### src/verilog/fb_defs.svh
`ifndef FB_DEFS_SVH
`define FB_DEFS_SVH

// horizontal timing in pixels
`define FB_H_VISIBLE 640
`define FB_H_FRONT   16
`define FB_H_SYNC    96
`define FB_H_BACK    48
`define FB_H_TOTAL   800

// vertical timing in lines
`define FB_V_VISIBLE 480
`define FB_V_FRONT   10
`define FB_V_SYNC    2
`define FB_V_BACK    33
`define FB_V_TOTAL   525

// sram geometry
`define FB_ADDR_W    20
`define FB_DATA_W    16

// clocks of row fetch ahead of visible column 0
`define FB_PREFETCH  8

`endif
### src/verilog/fb_pkg.sv
`default_nettype none

`include "fb_defs.svh"

package fb_pkg;

    // byte 0 in [7:0] is stored first
    typedef logic [23:0] color_t;

    // raster pixel index, row*640+col
    typedef struct packed {
        logic [`FB_ADDR_W-2:0] rayID;
    } ray_info_t;

    typedef struct packed {
        color_t    color;
        ray_info_t ray_info;
    } pixel_buffer_entry_t;

    typedef struct packed {
        logic [7:0] ub;
        logic [7:0] lb;
    } sram_lanes_t;

    // whole halfword on reads, byte lanes on writes
    typedef union packed {
        logic [`FB_DATA_W-1:0] half;
        sram_lanes_t           lanes;
    } sram_word_u;

endpackage

`default_nettype wire

### src/verilog/fbh_reader.sv
`timescale 1ns/1ns
`default_nettype none

`include "fb_defs.svh"

module fbh_reader (
    input  logic                  clk,
    input  logic                  rst_n,
    input  logic                  stripes_sel,
    input  fb_pkg::sram_word_u    reader_data,
    output logic                  sram_re_b,
    output logic [`FB_ADDR_W-1:0] reader_addr,
    output logic                  HS,
    output logic                  VS,
    output logic                  VGA_clk,
    output logic                  VGA_blank,
    output fb_pkg::color_t        VGA_RGB
);

    import fb_pkg::*;

    // window edges, taken on the pix_en clock before the first and after the last fetch
    localparam int FETCH_ON_COL  = `FB_H_TOTAL - `FB_PREFETCH / 2 - 1;
    localparam int FETCH_OFF_COL = `FB_H_VISIBLE - `FB_PREFETCH / 2 - 1;

    logic       pix_en;
    logic [9:0] vga_row;
    logic [9:0] vga_col;
    logic       vblank;
    logic       fetch_on;
    logic       fetch_off;
    logic       fetch_active;
    logic [3:0] ring_q;
    logic       a_en;
    logic       b_en;
    logic       c_en;
    logic       idle_slot;
    sram_word_u a_q;
    sram_word_u b_q;
    sram_word_u c_q;
    color_t     unpack;
    color_t     pix_q;
    color_t     dly_q;
    color_t     rgb_q;
    color_t     stripe_rgb;

    vga_timing i_vga_timing (
        .clk,
        .rst_n,
        .pix_en,
        .vga_row,
        .vga_col,
        .HS,
        .VS,
        .VGA_clk,
        .VGA_blank
    );

    assign vblank    = (vga_row >= `FB_V_VISIBLE);
    // fetch starts on the line before each visible row
    assign fetch_on  = pix_en && vga_col == FETCH_ON_COL &&
                       (vga_row == `FB_V_TOTAL - 1 || vga_row < `FB_V_VISIBLE - 1);
    assign fetch_off = pix_en && vga_col == FETCH_OFF_COL;

    // ring slots: a, b, c, idle
    assign a_en      = fetch_active & ring_q[0];
    assign b_en      = fetch_active & ring_q[1];
    assign c_en      = fetch_active & ring_q[2];
    assign idle_slot = ring_q[3];
    assign sram_re_b = ~(a_en | b_en | c_en);

    always_ff @(posedge clk) begin
        if (!rst_n) begin
            fetch_active <= 1'b0;
            ring_q       <= 4'b0001;
            reader_addr  <= '0;
        end else begin
            if (fetch_on) begin
                fetch_active <= 1'b1;
            end else if (fetch_off) begin
                fetch_active <= 1'b0;
            end
            if (vblank && !fetch_active) begin
                ring_q      <= 4'b0001;
                reader_addr <= '0;
            end else if (fetch_active) begin
                ring_q <= {ring_q[2:0], ring_q[3]};
                if (!sram_re_b) begin
                    reader_addr <= reader_addr + 1'b1;
                end
            end
        end
    end

    always_ff @(posedge clk) begin
        if (a_en) a_q <= reader_data;
        if (b_en) b_q <= reader_data;
        if (c_en) c_q <= reader_data;
    end

    // even pixel of the current ring in the idle slot, else odd pixel of the last ring
    assign unpack = idle_slot ? {b_q.lanes.lb, a_q.half} : {c_q.half, b_q.lanes.ub};

    // two pixel delay lines the prefetch up with the displayed column
    always_ff @(posedge clk) begin
        if (pix_en) begin
            pix_q <= unpack;
            dly_q <= pix_q;
            rgb_q <= dly_q;
        end
    end

    assign stripe_rgb = {vga_col[7], 7'b0, vga_col[6], 7'b0, vga_col[5], 7'b0};
    assign VGA_RGB    = stripes_sel ? stripe_rgb : rgb_q;

    a_one_slot: assert property (@(posedge clk) disable iff (!rst_n)
        $onehot0({a_en, b_en, c_en}));

    // each window holds a whole number of rings
    a_ring_aligned: assert property (@(posedge clk) disable iff (!rst_n)
        fetch_active && fetch_off |=> ring_q == 4'b0001);

endmodule

`default_nettype wire

### src/verilog/vga_timing.sv
`timescale 1ns/1ns
`default_nettype none

`include "fb_defs.svh"

module vga_timing (
    input  logic       clk,
    input  logic       rst_n,
    output logic       pix_en,
    output logic [9:0] vga_row,
    output logic [9:0] vga_col,
    output logic       HS,
    output logic       VS,
    output logic       VGA_clk,
    output logic       VGA_blank
);

    logic [9:0] col_next;
    logic [9:0] row_next;

    // last clock of each two-clock pixel
    assign pix_en = ~VGA_clk;

    always_comb begin
        col_next = vga_col + 10'd1;
        row_next = vga_row;
        if (vga_col == `FB_H_TOTAL - 1) begin
            col_next = '0;
            if (vga_row == `FB_V_TOTAL - 1) begin
                row_next = '0;
            end else begin
                row_next = vga_row + 10'd1;
            end
        end
    end

    // sync and blank follow the next position so they line up with the counters
    always_ff @(posedge clk) begin
        if (!rst_n) begin
            VGA_clk   <= 1'b1;
            vga_col   <= '0;
            vga_row   <= 10'(`FB_V_VISIBLE);
            HS        <= 1'b1;
            VS        <= 1'b1;
            VGA_blank <= 1'b0;
        end else begin
            VGA_clk <= ~VGA_clk;
            if (pix_en) begin
                vga_col   <= col_next;
                vga_row   <= row_next;
                HS        <= !(col_next >= `FB_H_VISIBLE + `FB_H_FRONT &&
                               col_next < `FB_H_TOTAL - `FB_H_BACK);
                VS        <= !(row_next >= `FB_V_VISIBLE + `FB_V_FRONT &&
                               row_next < `FB_V_TOTAL - `FB_V_BACK);
                VGA_blank <= (col_next < `FB_H_VISIBLE) && (row_next < `FB_V_VISIBLE);
            end
        end
    end

endmodule

`default_nettype wire

### config.mk
export PLATFORM = sky130hd
export DESIGN_NAME = fbh_reader
export DESIGN_NICKNAME = d
export VERILOG_FILES = /design/src/verilog/fb_pkg.sv /design/src/verilog/fbh_reader.sv /design/src/verilog/vga_timing.sv
export VERILOG_INCLUDE_DIRS = /design/src /design/src/verilog
export SDC_FILE = /design/constraint.sdc
export NUM_CORES = 1
export LEC_CHECK = 0
export BUFFER_PORTS_ARGS = -buffer_cell sky130_fd_sc_hd__buf_2
export CAP_MARGIN = 20
export CORE_UTILIZATION = 47
export CTS_CLUSTER_SIZE = 28
export DETAILED_ROUTE_END_ITERATION = 6
export GPL_ROUTABILITY_DRIVEN = 0
export PLACE_DENSITY_LB_ADDON = 0.3
export SLEW_MARGIN = 20
export SYNTH_ARGS = -nofsm -noshare
export SYNTH_HDL_FRONTEND = slang
export SYNTH_HIERARCHICAL = 1
export SYNTH_SLANG_ARGS = --single-unit
### constraint.sdc
create_clock -name clk -period 8.9 [get_ports clk]
set_input_delay 2.225 -clock clk [delete_from_list [all_inputs] [get_ports clk]]
set_output_delay 2.225 -clock clk [all_outputs]
set_load 0.01 [all_outputs]
======== Yosys cells after proc, flatten, opt, wreduce, memory -nomap -nowiden ========
Index checks and enable logic that the tools add are counted.
storage, ports and cells
  bits of input ports ..................... 19
  bits in registers ....................... 169
  output and inout bits ................... 49
  logic and storage cells ................. 59
operators by class
  equal/unequal tests ..................... 4
  $lt $le $gt $ge ......................... 8
  bitwise gates (word level) .............. 8
  add/sub/neg operators ................... 3
  reductions and logical operators ........ 14
  muxes and demuxes ....................... 7
operators with widths
  operator                 count
  $mux W24                 2
  $eq A10 B10 Y1 const B   4
  $lt A10 B9 Y1 const B    3
  $mux W10                 3
  $add A10 B1 Y10 const B  2
  $add A20 B1 Y20 const B  1
  $ge A10 B9 Y1 const B    2
  $lt A10 B10 Y1 const B   2
  $ge A10 B10 Y1 const B   1
  $logic_and A1 B1 Y1      7
  $and A1 B1 Y1            3
  $logic_not A1 Y1         3
  $not A1 Y1               3
  $mux W1                  2
  $or A1 B1 Y1             2
  $reduce_and A2 Y1        1
  $reduce_bool A2 Y1       1
  $reduce_or A2 Y1         1
  $logic_or A1 B1 Y1       1

======== Longest topological paths before layout ========
  word-level depth ........................ 6
  depth in mapped cells ................... 9

======== Cells and area by module ========
Netlist, hierarchy kept.
modules (own cells, without submodules)
  module      seq. area each (µm²)  instances  area each (µm²)  cells an instance
  fbh_reader  4,103.9               1          5,285.1          317
  vga_timing  480.5                 1          1,526.5          184

======== Worst setup path after synthesis ========
No wires, ideal clock.
  path type ............................... input -> output
  from .................................... in stripes_sel
  to ...................................... out VGA_RGB[10]
  stages .................................. 2
  arrival time ............................ 2.609 ns
  path slack .............................. 4.066 ns
  path buffers ............................ 1
  cell sequence ........................... clkbuf_1 nor2b_1
between the ends
  word-level cells in the longest chain between the ends .. 1
RTL lines
  what         line               source
  from (decl)  fbh_reader.sv:9    input logic stripes_sel,
  $mux W24     fbh_reader.sv:114  assign VGA_RGB = stripes_sel ? stripe_rgb : rgb_q;
  to (decl)    fbh_reader.sv:17   output fb_pkg::color_t VGA_RGB
Every way passes these cells.

======== Worst setup path after layout ========
  from .................................... in stripes_sel
  to ...................................... out VGA_RGB[15]
The elaborated chain is that of the path after synthesis.

==> metrics.txt <==
Iteration-0 DRC Markers ~210; most common cell after layout, fill and taps aside edfxtp_1; half-perimeter wire length after placement 7182 um; Pins Over Slew Limit 0; final worst-path cycle share about three fifths; most frequent cells in the layout edfxtp_1 (120), buf_2 (67), dfxtp_1 (48); Core ar. 0.01399 mm^2; CTS root buf clkbuf_16; mapped cell area a little under 0.007 mm^2; ys flop type edfxtp_1; first-pass GRT wire length 18230 um; count of hold-fix buffers inserted at cts 0; worst path cell trace buf_2, mux2_2, buf_2; Avg Cell Area, Syn 13.60 um^2; FF-to-FF Start i_vga_timing/VGA_clk; drt total wl 11230 um; DRC errors left 0; Rows 43; largest net degree at the start of global routing 59; register bit total from synthesis 169; ratio of cells with drive above 1 in the final layout 25.77%; Hold Path Depth 0; slew margin rel. 53.64%; Least-Margin Pin Slew 0.6955 ns; clock-pin slew on the worst setup and hold paths 0.06 ns; fraction of registers with async set/reset 0%; hold path endpoint dly_q[20]; CP max stage delay 0.38 ns; DRT antenna net count 0; CP top delay family buffers and inverters; Hold Crit Start pix_q[20]; dpl ws 3.563 ns; Setup Buffers After CTS 0; Max Buffers Root-to-Sink 2; Ys Warns 6; setup violators final 0; DR WL/cell 14.70 um; R2R depth 7; maxcap violations 0; Area Growth Syn to Fin 15.36%; setup ws final ~3.6 ns; Syn Nets 525; Final Hold Viols 0; worst-skew pair later-pin latency approximately 0.42 ns; Critical Path Slowest Stage Cell mux2_2; clk sink count 169; overflow left after global routing 0; share of the yosys chip area belonging to registers 67.30%; Final min period 5.317 ns; Setup TNS Final 0 ns; Final #Nets 593; Pre-antenna DRT Iters 4; Leakage 0.002701 uW; Crit. End Element output pin; chip height 122.4 um; # port buffers 67; vias in the first global route 3803; H-tree Lvls 4; routed vias approximately 4.0k; critical path class primary input to output pin; Via-to-Cell Ratio 5.289; number of flops mapped to enable cells by yosys 120; initial antenna violation count 2; TritonCTS Buffers 17; worst path required time 6.68 ns; TritonCTS clock tree built; Max Clk Rate roughly 0.19 GHz; RSZ-0062 raised after global routing false; Starting Density around half; reg-to-reg setup timing slack 6.34 ns; All-Layer GR Usage 16.03%; Resized cells post-CTS 0; Worst Hold Class flop to flop; Critical R2R Capture fetch_active; Mapped Cells 501; Synth cell types a little over 60; crit-path max FO 24; clk_skew slightly below 0.01 ns; CP arrival 3.09 ns; Setup crit start kind primary input; pwr dens between 200 and 250 mW/mm^2; status finished clean; Top Ports 68; die area 0.01498 mm^2; most used cell, CP buf_2; VDD IR max 0.1314 mV; die width 122.4 um; CP Buf/Inv Count 2
## registers in the layout, indices dropped and copies added, names as in the netlist
| signal | flops |
|---|---|
| i_vga_timing/VGA_clk | 1 |
| fetch_active | 1 |
| a_q | 16 |
| ring_q | 4 |
| i_vga_timing/vga_row | 10 |
| i_vga_timing/VS | 1 |
| i_vga_timing/HS | 1 |
| pix_q | 24 |
| rgb_q | 24 |
| i_vga_timing/vga_col | 10 |
| i_vga_timing/VGA_blank | 1 |
| c_q | 16 |
| dly_q | 24 |
| reader_addr | 20 |
| b_q | 16 |
## synth_stat cells, drive strengths merged, types with 2 or more instances
cell type	number	area (um^2)
edfxtp	120	3603
dfxtp	49	980.9
nand2	31	116.4
nor2b	29	181.4
mux2	28	315.3
o21ai	23	115.1
nor2	22	85.09
a21oi	19	95.09
nand3	17	85.08
and2	13	85.08
clkbuf	11	52.54
or3	11	72.57
buf	10	83.82
nand4	10	77.57
xnor2	10	87.58
a21boi	9	67.57
inv	8	30.03
or4	8	67.56
nor4	7	43.79
xor2	7	61.31
a31oi	6	37.54
and3	5	33.78
and4	5	45.04
ha	5	62.56
mux2i	5	50.05
nor3	5	25.02
nand3b	4	30.03
o31ai	3	22.52
a31o	2	17.52
nand4bb	2	22.52
nor4b	2	17.52
o21a	2	15.01
or4b	2	20.02
## area by class of cell
type	count	area (um^2)
inverter	8	30.03
antenna	2	5.005
fill	1158	6131
timing repair buffer	70	357.8
clock buffer	17	425.4
tap	180	225.2
clock inverter	15	167.7
multi-input combinational	303	2061
sequential	169	4586
## per-stage QoR
stage	hold WS (ns)	cells	area [um^2]	power, uW	util [%]
floorplan	0.4003	501	6812	901.2	-
detailed placement	0.4045	730	7258	918.5	51.89
finish	0.4187	764	7858	1628	56.17
CTS	0.4196	762	7851	1647	56.13
global route	0.4214	763	7855	1677	56.15
global placement	0.4010	730	7258	915.9	51.89
## logic make-up (layout without fill, tap and decap cells)
kind of cell / Yosys count / in the layout / synth area share [%]
xor+xnor: 17 / 17 / 2.186
other cells: 0 / 2 / 0
compound gates: 71 / 71 / 6.411
mux: 33 / 33 / 5.364
flops: 169 / 169 / 67.30
fa+ha+maj: 5 / 5 / 0.9184
buf+inv: 29 / 110 / 2.443
simple gates: 177 / 177 / 15.37
## worst max path at each step
| stage | start | to | slack [ns] | cells after the start |
|---|---|---|---|---|
| 6_report | stripes_sel | VGA_RGB[15] | 3.58 | 3 |
| 2_1_floorplan | stripes_sel | VGA_RGB[10] | 4.07 | 2 |
| 3_5_place_dp | stripes_sel | VGA_RGB[23] | 3.56 | 3 |
| 5_1_grt | stripes_sel | VGA_RGB[7] | 3.51 | 3 |
| 3_3_place_gp | stripes_sel | VGA_RGB[15] | 3.60 | 3 |
| 4_1_cts | stripes_sel | VGA_RGB[15] | 3.56 | 3 |
## report_power, final
group / total (uW) / internal [uW] / switching [uW]
logic: 35.9 / 12.3 / 23.5
clock network: 728 / 419 / 309
registers: 865 / 859 / 5.51
total: 1630 / 1290 / 338
## per-layer routing
metal | vias to the layer above | routed length, um | track usage [%]
met4 | 0 | 236 | 8.003
met1 | 1927 | 5067 | 19.76
met3 | 18 | 501 | 4.833
met5 | - | 0 | 0
li1 | 2012 | - | -
met2 | 84 | 5423 | 25.60
## worst register-to-register path, cell delays in order, from the launching register on
cell,delay (ns)
dfxtp_1,0.31
buf_4,0.22
inv_2,0.32
buf_4,0.64
nand4_1,0.26
or4_1,0.55
nand3_1,0.10
nand3_1,0.06
No activity file was read; power rests on OpenSTA's default activity.
