$ cat config.mk
export PLATFORM = sky130hd
export DESIGN_NAME = fbh_writer
export DESIGN_NICKNAME = d
export VERILOG_FILES = /design/src/verilog/fb_pkg.sv /design/src/verilog/fbh_writer.sv
export VERILOG_INCLUDE_DIRS = /design/src /design/src/verilog
export SDC_FILE = /design/constraint.sdc
export NUM_CORES = 1
export LEC_CHECK = 0
export ABC_AREA = 1
export BUFFER_PORTS_ARGS = -buffer_cell sky130_fd_sc_hd__buf_4
export CAP_MARGIN = 20
export CORE_MARGIN = 2
export CORE_UTILIZATION = 45
export CTS_BUF_LIST = sky130_fd_sc_hd__clkbuf_4
export DETAILED_ROUTE_END_ITERATION = 7
export GPL_TIMING_DRIVEN = 0
export MAX_ROUTING_LAYER = met4
export PLACE_DENSITY = 0.83
export SYNTH_ARGS = -nofsm -noshare
export SYNTH_HDL_FRONTEND = slang
export SYNTH_SLANG_ARGS = --single-unit
$ cat constraint.sdc
create_clock -name clk -period 2.3 [get_ports clk]
set_input_delay 0.23 -clock clk [delete_from_list [all_inputs] [get_ports clk]]
set_output_delay 0.23 -clock clk [all_outputs]
set_load 0.005 [all_outputs]
$ cat src/verilog/fb_defs.svh
`ifndef FB_DEFS_SVH
`define FB_DEFS_SVH

// horizontal timing in pixels
`define FB_H_VISIBLE 640
`define FB_H_FRONT   16
`define FB_H_SYNC    96
`define FB_H_BACK    48
`define FB_H_TOTAL   800

// vertical timing in lines
`define FB_V_VISIBLE 480
`define FB_V_FRONT   10
`define FB_V_SYNC    2
`define FB_V_BACK    33
`define FB_V_TOTAL   525

// sram geometry
`define FB_ADDR_W    20
`define FB_DATA_W    16

// clocks of row fetch ahead of visible column 0
`define FB_PREFETCH  8

`endif
$ cat src/verilog/fb_pkg.sv
`default_nettype none

`include "fb_defs.svh"

package fb_pkg;

    // byte 0 in [7:0] is stored first
    typedef logic [23:0] color_t;

    // raster pixel index, row*640+col
    typedef struct packed {
        logic [`FB_ADDR_W-2:0] rayID;
    } ray_info_t;

    typedef struct packed {
        color_t    color;
        ray_info_t ray_info;
    } pixel_buffer_entry_t;

    typedef struct packed {
        logic [7:0] ub;
        logic [7:0] lb;
    } sram_lanes_t;

    // whole halfword on reads, byte lanes on writes
    typedef union packed {
        logic [`FB_DATA_W-1:0] half;
        sram_lanes_t           lanes;
    } sram_word_u;

endpackage

`default_nettype wire

$ cat src/verilog/fbh_writer.sv
`timescale 1ns/1ns
`default_nettype none

`include "fb_defs.svh"

module fbh_writer (
    input  logic                       clk,
    input  logic                       rst_n,
    input  logic                       pb_empty,
    input  fb_pkg::pixel_buffer_entry_t pb_data,
    input  logic                       sram_re_b,
    output logic                       pb_re,
    output logic                       sram_we_b,
    output logic [`FB_ADDR_W-1:0]      writer_addr,
    output fb_pkg::sram_word_u         writer_data,
    output logic                       writer_ub,
    output logic                       writer_lb
);

    import fb_pkg::*;

    color_t                color;
    logic [`FB_ADDR_W-2:0] ray_id;
    logic [`FB_ADDR_W-2:0] addr0;
    logic                  odd;
    logic                  first_q;

    assign color  = pb_data.color;
    assign ray_id = pb_data.ray_info.rayID;
    assign odd    = ray_id[0];

    // three bytes per pixel, so the first word is at floor(1.5 * id)
    assign addr0 = ray_id + (ray_id >> 1);

    // write whenever the reader leaves the port free
    assign sram_we_b = ~(sram_re_b & ~pb_empty);
    assign pb_re     = ~first_q & ~sram_we_b;

    assign writer_addr = {1'b0, first_q ? addr0 : addr0 + 1'b1};

    // even: full word then lower lane, odd: upper lane then full word
    assign writer_ub = first_q | odd;
    assign writer_lb = ~(first_q & odd);

    always_comb begin
        writer_data.half = '0;
        case ({first_q, odd})
            2'b10: writer_data.half = color[15:0];
            2'b00: writer_data.lanes.lb = color[23:16];
            2'b11: writer_data.lanes.ub = color[7:0];
            2'b01: writer_data.half = color[23:8];
        endcase
    end

    always_ff @(posedge clk) begin
        if (!rst_n) begin
            first_q <= 1'b1;
        end else if (!sram_we_b) begin
            first_q <= ~first_q;
        end
    end

    // head entry must hold still between the two halves of a pixel
    a_entry_held: assert property (@(posedge clk) disable iff (!rst_n)
        !first_q |-> !pb_empty && $stable(pb_data));

endmodule

`default_nettype wire

* Word-level counts from Yosys, hierarchy flattened
Index checks and enable logic that the tools add are counted.
** Storage, ports and cells
- Bits in registers :: 1
- Input bits :: 47
- Word-level logic and storage cells :: 18
** Cells by class
- $add $sub $neg :: 2
- Equal/unequal tests :: 3
- Muxes and demuxes :: 3
- Bitwise gates (word level) :: 8
- Reductions and logical operators :: 1
** Operators with widths (count)
- $pmux 8 s3 :: 2
- $add 19x1->19 const B :: 1
- $add 19x18->19 :: 1
- $mux 19 :: 1
- $eq 2x2->1 const B :: 2
- $not 1->1 :: 4
- $and 1x1->1 :: 3
- $eq 2x1->1 const B :: 1
- $logic_not 2->1 :: 1
- $or 1x1->1 :: 1

* Logic depth before layout (Yosys ltp)
Gate-level depths: netlist of the first run.
- Depth in word-level cells :: 3
- Mapped depth :: 17
- Gate-level depth less buffers :: 17

* Worst setup path before layout of the first run
No wires, ideal clock.
- Kind :: input to output
- From :: in pb_data[0] in the netlist's numbering
- To :: out writer_addr[14]
- Data arrival time :: 2.114 ns
- Slack :: -0.044 ns
- Stages on the path :: 14
- Cell sequence :: ha_1 -> fa_1 -> ha_1 -> nand2_1 -> nor2_2 -> nand3_2 -> nor2_1 -> nand2_1 -> inv_2 -> nand2_2 -> nor2_2 -> nand2_1 -> nor2_2 -> xor2_1
** On the way
- Word-level cells in the longest chain between the ends :: 3
** RTL lines
- start, declared :: line fbh_writer.sv:10 : input fb_pkg::pixel_buffer_entry_t pb_data,
- $add 19x18->19 (*) :: line fbh_writer.sv:33 : assign addr0 = ray_id + (ray_id >> 1);
- $add 19x1->19 :: line fbh_writer.sv:39 : assign writer_addr = {1'b0, first_q ? addr0 : addr0 + 1'b1};
- $mux 19 (*) :: line fbh_writer.sv:39
- end, declared :: line fbh_writer.sv:14 : output logic [`FB_ADDR_W-1:0] writer_addr,
Every way passes the cells marked *; elsewhere a longest branch is shown, timed or not.

* Worst setup path after layout of the first run
- From :: in pb_data[1] in the netlist's numbering
- To :: out writer_addr[18]
The elaborated chain is that of the path after synthesis.

==> out/summary.md, run 1 <==
The tools report the placed instance area as 2674 µm². The analysis attributes to cell leakage a power of 1.686 nW. The number of standard cells after synthesis is 379.

Setup repair after global routing could not meet its margin everywhere. After layout, the worst path uses 114.6% of the clock period. In this run the register-to-register setup slack is 1490 ps.

Number of nets in the finished design: 549. The tools report the number of nets with antenna violations after detailed routing as 0. The critical path starts at pb_data[1]. The headroom to the max-slew limit was 59.61%.

The destination of the worst hold path is first_q$_SDFFE_PN1P_. The worst setup path is launched from an input pin. For this run, design rule violations remaining after detail routing come to 0. The number of pins exceeding their max-slew limit in the final report is 0, and the fraction of the yosys area taken by sequential cells is 1.024%.

The post-synthesis cell type count is 28, and the iteration count of the initial detailed-routing pass is 4. The required time of the critical path came out at 2070 ps. The measured slew at the worst slew-check pin works out to 603.6 ps.

After layout, the design draws a total of 0.8106 mW. After the flow finishes, the layout carries non-filler instances totaling 530. For this block, the via count after detailed routing is 2,692. The run gives 514 as the number of placed instances, taps included.

The logs give 121 for the DRC violation total after the first TritonRoute iteration and 70.61% for the fraction of the core area covered by cells at the end of the flow. The run gives 12 as the final count of negative-setup-slack endpoints. The floorplan step set the die height to 69.92 µm. The maximum fanout count along the critical path is 3. The startpoint identified for the worst register-to-register timing path is first_q$_SDFFE_PN1P_. The count of cells along the worst hold path works out to 2.

Total length of routed wires: 5937 µm. The longest individual stage delay on the worst path works out to 570 ps. The power density normalized to cell area came out at 280.9 nW/µm². In this run the critical register-to-register path is captured at first_q$_SDFFE_PN1P_. The number of flip-flops in the largest register works out to 1.

The worst-case IR drop observed on VDD is 134.5 µV. The startpoint identified for the worst hold timing path is rst_n. The flow ran to the end, but the final reports show violations.

When the netlist entered floorplanning its net count stood at 446. The initial utilization of the core area, before any placement, comes to 47.86%. The run gives 2,448 as the via count of the first global-routing pass. Traced cell by cell, the critical path runs through buf_8, ha_4, fa_2, ha_4, nand2_4, nor2_4, nand3_2, nor2_1, nand2_1, inv_2, nand2_4, nor2_4, nand2_2, nor2_4, nand2_1, nand2_1, nand2_1, buf_6.

Buffers inserted to repair hold after CTS numbered 0. The via count normalized by instance count is 5.079, and the worst-skew pair later-pin latency is 0 ps. The first-pass GRT wire length is 9687 µm, and the arrival time at the worst endpoint is 2410 ps. The tools report the floorplan die area as 4889 µm². Average wire per cell in the routed design: 11.20 µm. The largest registers in the layout are first_q (1).

Across the whole layout, storage elements account for 20.02 µm². The final reports fail on negative setup slack. The run gives 0 as the number of warnings issued by yosys. Category of the most critical setup path: in -> out. The layout has 377 filler cells. The finished cells cover 2885 µm². The final critical path time including I/O delays and setup is 2635 ps. The run gives 0 as the initial antenna violation count.

Sort of element at the end of the critical path: a primary output. Static timing analysis puts the maximum clock frequency at 0.3794 GHz. Cells with a size suffix above 1 make up 30.63% of the layout.

In this run the tool buffered the top-level ports with 85 buffer cells. The largest register by flop count was first_q. The core region is 4086 µm². Entering global routing, the biggest net connects 10 pins. The synthesized flop and latch total is 1, and the die extent in x is 69.92 µm.

Among all stages on the critical path, the largest delay is contributed by sky130_fd_sc_hd__fa_2. The min-delay analysis places its worst path in the category in -> reg. The floorplan row count came out at 23.

After synthesis the cells add up to 1956 µm². The number of antenna diodes in the final layout is 0. For this run the aggregate overflow at the end of global routing stands at 0. Detailed placement finished with a half-perimeter wire length of 4888 µm. Adding up every negative setup slack in the final design gives -2377 ps.

Across the run, the number of max-cap violations was 0. The weighted congestion at the end of routability-driven global placement was 0.8748; the signed area change from the synthesized netlist to the final layout was 47.54%. The number of cells on the worst reg-to-reg path is 3, and the total routing usage reported by global routing is 23.22%.

The tools report the post-route clock skew as 0 ps. The number of hold-slack violations in the final timing report came out at 0. The run gives -335.4 ps as the final worst-path setup slack. The cell that appears most often on the critical path is sky130_fd_sc_hd__nand2_1.

Clock-pin slew was measured on the worst setup and hold paths at 0 ps. Averaged over all synthesized cells, the footprint is 5.160 µm². The tools report the number of I/O pins as 87. The area used by multi-input combinational logic was 1737 µm².
through the flow:
step / worst slack, ps / hold WS (ps)
6_report: -335.4 / 429.5
3_5_place_dp: -443.0 / 431.6
2_1_floorplan: -14.99 / 313.4
4_1_cts: -303.9 / 431.6
5_1_grt: -451.6 / 457.0
3_3_place_gp: -394.9 / 426.8
power breakdown:
part           internal, mW  total [mW]  switching [mW]
registers            0.0190      0.0201         0.00108
clock network             0           0               0
logic                 0.360       0.791           0.430
cells by family (layout without fill, tap and decap cells):
logic type	after synthesis	in the layout	share of synthesized area [%]
adder cells (fa/ha/maj)	20	20	13.18
AO/OA/AOI/OAI	35	35	11.26
buffers and inverters	71	172	14.20
XOR/XNOR	11	11	4.926
flip-flops	1	1	1.024
other	1	1	0.1918
AND/OR/NAND/NOR	240	240	55.21
worst max-delay path, delay by kind of cell:
family / cells / cell delay [ps]
fa+ha+maj: 3 / 870
buf+inv: 3 / 290
simple gates: 12 / 990
layer usage:
layer	up-vias	GRT usage (%)	wire length (µm)
met5	-	-	0
met4	0	2.778	61
li1	1411	-	-
met2	81	41.59	2879
met1	1194	30.20	2741
met3	6	0.2886	254
worst max-delay path by stage:
stage	end	slack, ps
floorplan	writer_addr[14]	-10
global placement	writer_addr[18]	-390
detailed placement	writer_addr[18]	-440
CTS	writer_addr[18]	-300
global route	writer_addr[18]	-450
finish	writer_addr[18]	-340
final cells by class:
type                            count  area share [%]
Sequential cell                     1          0.6938
Inverter                           69           8.977
Timing Repair Buffer              101           27.32
Multi-Input combinational cell    307           60.19
Tap cell                           50           2.168
Buffer                              2          0.6505
synthesized netlist by cell type:
cell / n / area share (%)
sky130_fd_sc_hd__clkinv_1: 1 / 0.19
sky130_fd_sc_hd__inv_2: 3 / 0.58
sky130_fd_sc_hd__buf_6: 1 / 0.58
sky130_fd_sc_hd__fa_1: 1 / 1.0
sky130_fd_sc_hd__nor2_1: 22 / 4.2
sky130_fd_sc_hd__nand3_1: 39 / 10
sky130_fd_sc_hd__dfxtp_1: 1 / 1.0
sky130_fd_sc_hd__buf_4: 1 / 0.38
sky130_fd_sc_hd__xnor2_1: 7 / 3.1
sky130_fd_sc_hd__nand2_4: 1 / 0.58
sky130_fd_sc_hd__nand3b_1: 1 / 0.38
sky130_fd_sc_hd__o21a_1: 1 / 0.38
sky130_fd_sc_hd__o21ai_0: 6 / 1.5
sky130_fd_sc_hd__ha_1: 19 / 12
sky130_fd_sc_hd__nor2_4: 3 / 1.7
sky130_fd_sc_hd__nand2_2: 13 / 4.2
sky130_fd_sc_hd__a21oi_1: 16 / 4.1
sky130_fd_sc_hd__nand4_1: 4 / 1.3
sky130_fd_sc_hd__o31ai_1: 2 / 0.77
sky130_fd_sc_hd__inv_1: 65 / 12
sky130_fd_sc_hd__conb_1: 1 / 0.19
sky130_fd_sc_hd__xor2_1: 4 / 1.8
sky130_fd_sc_hd__nand2_1: 142 / 27
sky130_fd_sc_hd__o221ai_1: 10 / 4.5
sky130_fd_sc_hd__nor3_1: 2 / 0.51
sky130_fd_sc_hd__nand3_2: 5 / 2.6
sky130_fd_sc_hd__nor2_2: 7 / 2.2
sky130_fd_sc_hd__and2_1: 1 / 0.32
placed cells by master, fill, tap and decap left out, drive strengths merged:
cell type / netlist / final
dfxtp: 1 / 1
nand4: 4 / 4
nor2: 32 / 32
xnor2: 7 / 7
a21oi: 16 / 16
nand3: 44 / 44
xor2: 4 / 4
o221ai: 10 / 10
nand3b: 1 / 1
o21ai: 6 / 6
ha: 19 / 19
buf: 2 / 103
inv: 68 / 68
and2: 1 / 1
o21a: 1 / 1
clkinv: 1 / 1
o31ai: 2 / 2
fa: 1 / 1
conb: 1 / 1
nand2: 156 / 156
nor3: 2 / 2
what timing repair did:
action,CTS,global route
pin swaps,20,15
cloned,0,0
resized for setup,11,13
buffers inserted,8,8
setup endpoints to repair,11,13
Power figures use the tool's default switching activity.
==> run 2: changes to the inputs <==
--- a/config.mk
+++ b/config.mk
@@ -6,16 +6,15 @@
 export SDC_FILE = /design/constraint.sdc
 export NUM_CORES = 1
 export LEC_CHECK = 0
-export ABC_AREA = 1
 export BUFFER_PORTS_ARGS = -buffer_cell sky130_fd_sc_hd__buf_4
 export CAP_MARGIN = 20
 export CORE_MARGIN = 2
-export CORE_UTILIZATION = 45
+export CORE_UTILIZATION = 43
 export CTS_BUF_LIST = sky130_fd_sc_hd__clkbuf_4
 export DETAILED_ROUTE_END_ITERATION = 7
 export GPL_TIMING_DRIVEN = 0
 export MAX_ROUTING_LAYER = met4
-export PLACE_DENSITY = 0.83
+export PLACE_DENSITY = 0.82
 export SYNTH_ARGS = -nofsm -noshare
 export SYNTH_HDL_FRONTEND = slang
 export SYNTH_SLANG_ARGS = --single-unit
==> run 2 against run 1 <==
The flow still finishes with violations (negative setup slack). Worst hold slack better by 2.9 ps. Synthesized area down 13%. Utilization increased by 7.8 points. Fmax is 9.1% lower. Register-to-register slack worse by 410 ps. Power rose by 29%. Sequential share of layout area hardly changed. Global-route usage up 0.80 points. Design area grew 1.7%. Via count is 16% lower. Synthesized cell count down 39%. Largest cell class unchanged.
==> out/summary.md, run 2 <==
The tools report the required time of the critical path as 2070 ps (about the same). The tools report the post-synthesis cell type count as 53 (+89%). The floorplan row count came out at 22 (-4.3%).

The run gives 0 (unchanged) as the max-cap check violation count. Share of the clock period used by the worst path: 126.1% (+11 points). By count the netlist is led by sky130_fd_sc_hd__nand2_1 (26), sky130_fd_sc_hd__ha_1 (19), sky130_fd_sc_hd__xnor2_1 (18). The fraction of the core area covered by cells at the end of the flow came out at 78.38% (+7.8 points).

The largest registers in the layout are first_q (1). The clock slew at the register clock pins of the worst setup and hold paths was 0 ps (unchanged); the measured slew at the worst slew-check pin was 683.4 ps (+79.82 ps). The cell taking the most area after synthesis was sky130_fd_sc_hd__ha_1. The synthesized flop and latch total works out to 1 (unchanged).

The logs give 0 ps (unchanged) for the worst-skew pair later-pin latency and 87 (unchanged) for the number of I/O pins. STA classifies the critical path startpoint as an input pin. Iteration count of the initial detailed-routing pass: 4 (unchanged). First-pass GRT wire length: 8549 µm (-12%). By area the synthesized netlist is led by sky130_fd_sc_hd__ha_1 (14%), sky130_fd_sc_hd__xnor2_1 (9.3%), sky130_fd_sc_hd__xor2_1 (8.2%), sky130_fd_sc_hd__mux2_2 (6.0%), sky130_fd_sc_hd__nand2_1 (5.7%). The run gives 0% (unchanged) as the clock network fraction of total power. The maximum fanout count along the critical path came out at 5 (+2). The total of hold buffers inserted after clock tree synthesis is 0 (unchanged), and the floorplan die area is 4480 µm² (-8.4%).

The post-route clock skew is 0 ps (unchanged). The count of cells along the worst hold path was 2 (unchanged). The highest attainable clock frequency is 0.3449 GHz (-9.1%), and the detailed placement HPWL is 4197 µm (-14%). The worst setup path is of the in -> out kind. The run gives 1.045 mW (+29%) as the post-route total power. The run finished, with violations left. The run gives 406 (-26%) as the number of nets in the finished design. For the fill cell total of the finished layout, the log shows 237 (-37%). The signed area change from the synthesized netlist to the final layout is 72.30%, and the initial antenna violation count is 0 (unchanged).

In this run the most critical hold path is launched from rst_n. Number of flip-flops in the largest register: 1 (unchanged). first_q holds more flip-flops than any other register. The logs give 20.02 µm² (unchanged) for the sequential cell area and 11 (+1) for the largest net degree at the start of global routing.

The mean post-synth cell area was 7.404 µm² (+43%); the diode insertion count for antenna repair was 0 (unchanged). The checks that failed: negative setup slack. The count of buffers inserted at the top-level ports works out to 85 (unchanged). The switching power as a share of total power is 48.68% (-4.5 points).

The starting utilization of the core area was 45.49% (-2.4 points). The timing startpoint of the critical path is pb_data[7]. Setup repair after global routing could not meet its margin everywhere. For the total nets after synthesis, the log shows 297 (-33%). The final worst-path setup slack is -599.7 ps (-264.3 ps), and the worst hold margin is 432.5 ps (+2.915 ps).

The power density normalized to cell area was 356.1 nW/µm² (+27%). The headroom to the max-slew limit is 54.44% (-5.2 points), and the vertical die dimension is 66.93 µm (-4.3%). The DRC violation total after the first TritonRoute iteration was 104 (-14%). The run gives 2,273 (-16%) as the total via count after detailed routing. The logs give 1.333 nW (-21%) for the leakage power of the design and 98.1% (+0.6 points) for the power share of the combinational group. The run gives 0 (unchanged) as the final routed DRC violation total. STA classifies the critical path endpoint as a primary output. The number of nets with antenna violations after detailed routing was 0 (unchanged); the minimum setup slack after placement was -694.1 ps (-251.1 ps). The number of synthesized flops with an enable pin came out at 0 (unchanged). The die extent in x was 66.93 µm (-4.3%); the number of hold-slack violations in the final timing report was 0 (unchanged). The startpoint of the worst register-to-register path was first_q$_SDFFE_PN1P_.

Area used by multi-input combinational logic: 1963 µm² (+13%). The tools report the net switching power as 0.5086 mW (+18%). The logs give 0.5362 mW (+41%) for the internal portion of total power and 194.4 µV (+44%) for the peak ir drop on the vdd network. The top cell types in the final layout, fill and taps aside, are sky130_fd_sc_hd__buf_4 (101), sky130_fd_sc_hd__nand2_1 (24), sky130_fd_sc_hd__nor2_1 (14), sky130_fd_sc_hd__ha_1 (14), sky130_fd_sc_hd__o21ai_0 (13).

The logs give 1,996 (-18%) for the via count of the first global-routing pass and 1.9% (-0.6 points) for the fraction of power consumed by sequential logic. The number of cells on the worst reg-to-reg path came out at 4 (+1). The via count normalized by instance count was 5.904 (+16%). The tightest min-delay check is of the in -> reg type.

The library cell used most frequently in the layout, excluding fill and tap cells, is sky130_fd_sc_hd__buf_4. The total length of routed wires is 6588 µm (+11%), and the final critical path time including I/O delays and setup is 2900 ps (+264.3 ps). By instance count, the leading cell after synthesis is sky130_fd_sc_hd__nand2_1. The number of pins exceeding their max-slew limit in the final report came out at 0 (unchanged). The layout cell share with drive strength beyond 1 was 52.52% (+22 points). For the arrival time at the worst endpoint, the log shows 2670 ps (+260 ps). The tools report the remaining global-route overflow as 0 (unchanged). The number of warnings issued by yosys is 0 (unchanged). The top flip-flop cell by instance count after synthesis is sky130_fd_sc_hd__dfxtp_1. The average wire per cell in the routed design works out to 17.11 µm (+53%).

Final count of negative-setup-slack endpoints: 14 (+2). The post-synthesis async set-or-reset flop share was 0% (unchanged). The fraction of synthesized cell area taken by the top area cell type was 13.96% (-13 points); the synthesized area was 1703 µm² (-13%). The number of standard cells after synthesis came out at 230 (-39%).

The core outline area was 3744 µm² (-8.4%); the fraction of the yosys area taken by sequential cells was 1.176% (+0.15 points). The weighted congestion at the end of routability-driven global placement is 0.8626 (-1.4%). The total routing usage reported by global routing came out at 24.02% (+0.80 points).
run 2: changes by cell type in the layout (fill, tap and decap cells not counted), moves of 7 or more:
| cell | before | now |
|---|---|---|
| sky130_fd_sc_hd__nand3_1 | 38 | 3 |
| sky130_fd_sc_hd__nand2_1 | 138 | 24 |
| sky130_fd_sc_hd__nor2_1 | 22 | 14 |
| sky130_fd_sc_hd__clkbuf_1 | 0 | 7 |
| sky130_fd_sc_hd__o21ai_0 | 5 | 13 |
| sky130_fd_sc_hd__nand2_2 | 15 | 1 |
| sky130_fd_sc_hd__xnor2_2 | 0 | 8 |
| sky130_fd_sc_hd__mux2_2 | 0 | 9 |
| sky130_fd_sc_hd__xor2_1 | 4 | 12 |
| sky130_fd_sc_hd__mux2i_1 | 0 | 8 |
| sky130_fd_sc_hd__inv_1 | 65 | 4 |
| sky130_fd_sc_hd__o221ai_1 | 10 | 1 |
| sky130_fd_sc_hd__a21oi_1 | 15 | 8 |
| sky130_fd_sc_hd__a22o_1 | 0 | 8 |
run 2: power groups by stage:
stage / registers (mW) / clock network [mW] / logic [mW]
3_5_place_dp: 0.0193 / 0 / 0.781
2_1_floorplan: 0.0192 / 0 / 0.469
6_report: 0.0194 / 0 / 1.03
3_3_place_gp: 0.0192 / 0 / 0.766
5_1_grt: 0.0194 / 0 / 1.08
4_1_cts: 0.0194 / 0 / 0.858
run 2: worst paths after layout:
check	to	slack (ps)
max reg2reg	first_q$_SDFFE_PN1P_	1080
max	writer_addr[15]	-600
min reg2reg	first_q$_SDFFE_PN1P_	790
min	first_q$_SDFFE_PN1P_	430
run 2: worst max-delay path, cell delays in order:
cell                       delay [ps]
sky130_fd_sc_hd__buf_4            110
sky130_fd_sc_hd__ha_2             430
sky130_fd_sc_hd__and2_1           200
sky130_fd_sc_hd__o2111a_1         320
sky130_fd_sc_hd__a21oi_4          110
sky130_fd_sc_hd__xnor2_2          320
sky130_fd_sc_hd__nand3_2          160
sky130_fd_sc_hd__buf_4            200
sky130_fd_sc_hd__nor3_2           190
sky130_fd_sc_hd__nand2_1          100
sky130_fd_sc_hd__xor2_1           160
sky130_fd_sc_hd__buf_4            140
run 2: cell families after synthesis:
logic type	share of synthesized area, %
AND/OR/NAND/NOR	24.76
AO/OA/AOI/OAI	27.19
XOR/XNOR	17.49
adder cells (fa/ha/maj)	15.14
multiplexers	10.65
buffers and inverters	3.380
other	0.2202
flip-flops	1.176
run 2: layer usage:
metal | GRT usage (%) | wire, µm | vias up
met3 | 3.547 | 549 | 20
met1 | 25.38 | 2372 | 1072
met5 | - | 0 | -
met2 | 46.63 | 3505 | 121
li1 | - | - | 1060
met4 | 5.357 | 161 | 0
run 2: final cells by class:
class	count	share of cell area, %
Sequential cell	1	0.6823
Inverter	4	0.5117
Tap cell	48	2.047
Buffer	10	1.450
Timing Repair Buffer	107	28.40
Multi-Input combinational cell	215	66.91
run 2: stage by stage:
| stage | std cells | area (µm²) | TNS [ps] |
|---|---|---|---|
| after floorplan | 230 | 1769 | -894.8 |
| after global placement | 363 | 2467 | -5369 |
| after detailed placement | 363 | 2467 | -5873 |
| after CTS | 376 | 2668 | -5160 |
| after global routing | 385 | 2934 | -7351 |
| final | 385 | 2934 | -5816 |
run 2: repair_timing:
item	CTS	global route
gates resized for setup	22	38
gates cloned	0	0
endpoints found under the setup margin	14	15
buffers inserted	13	10
pin swaps	21	32
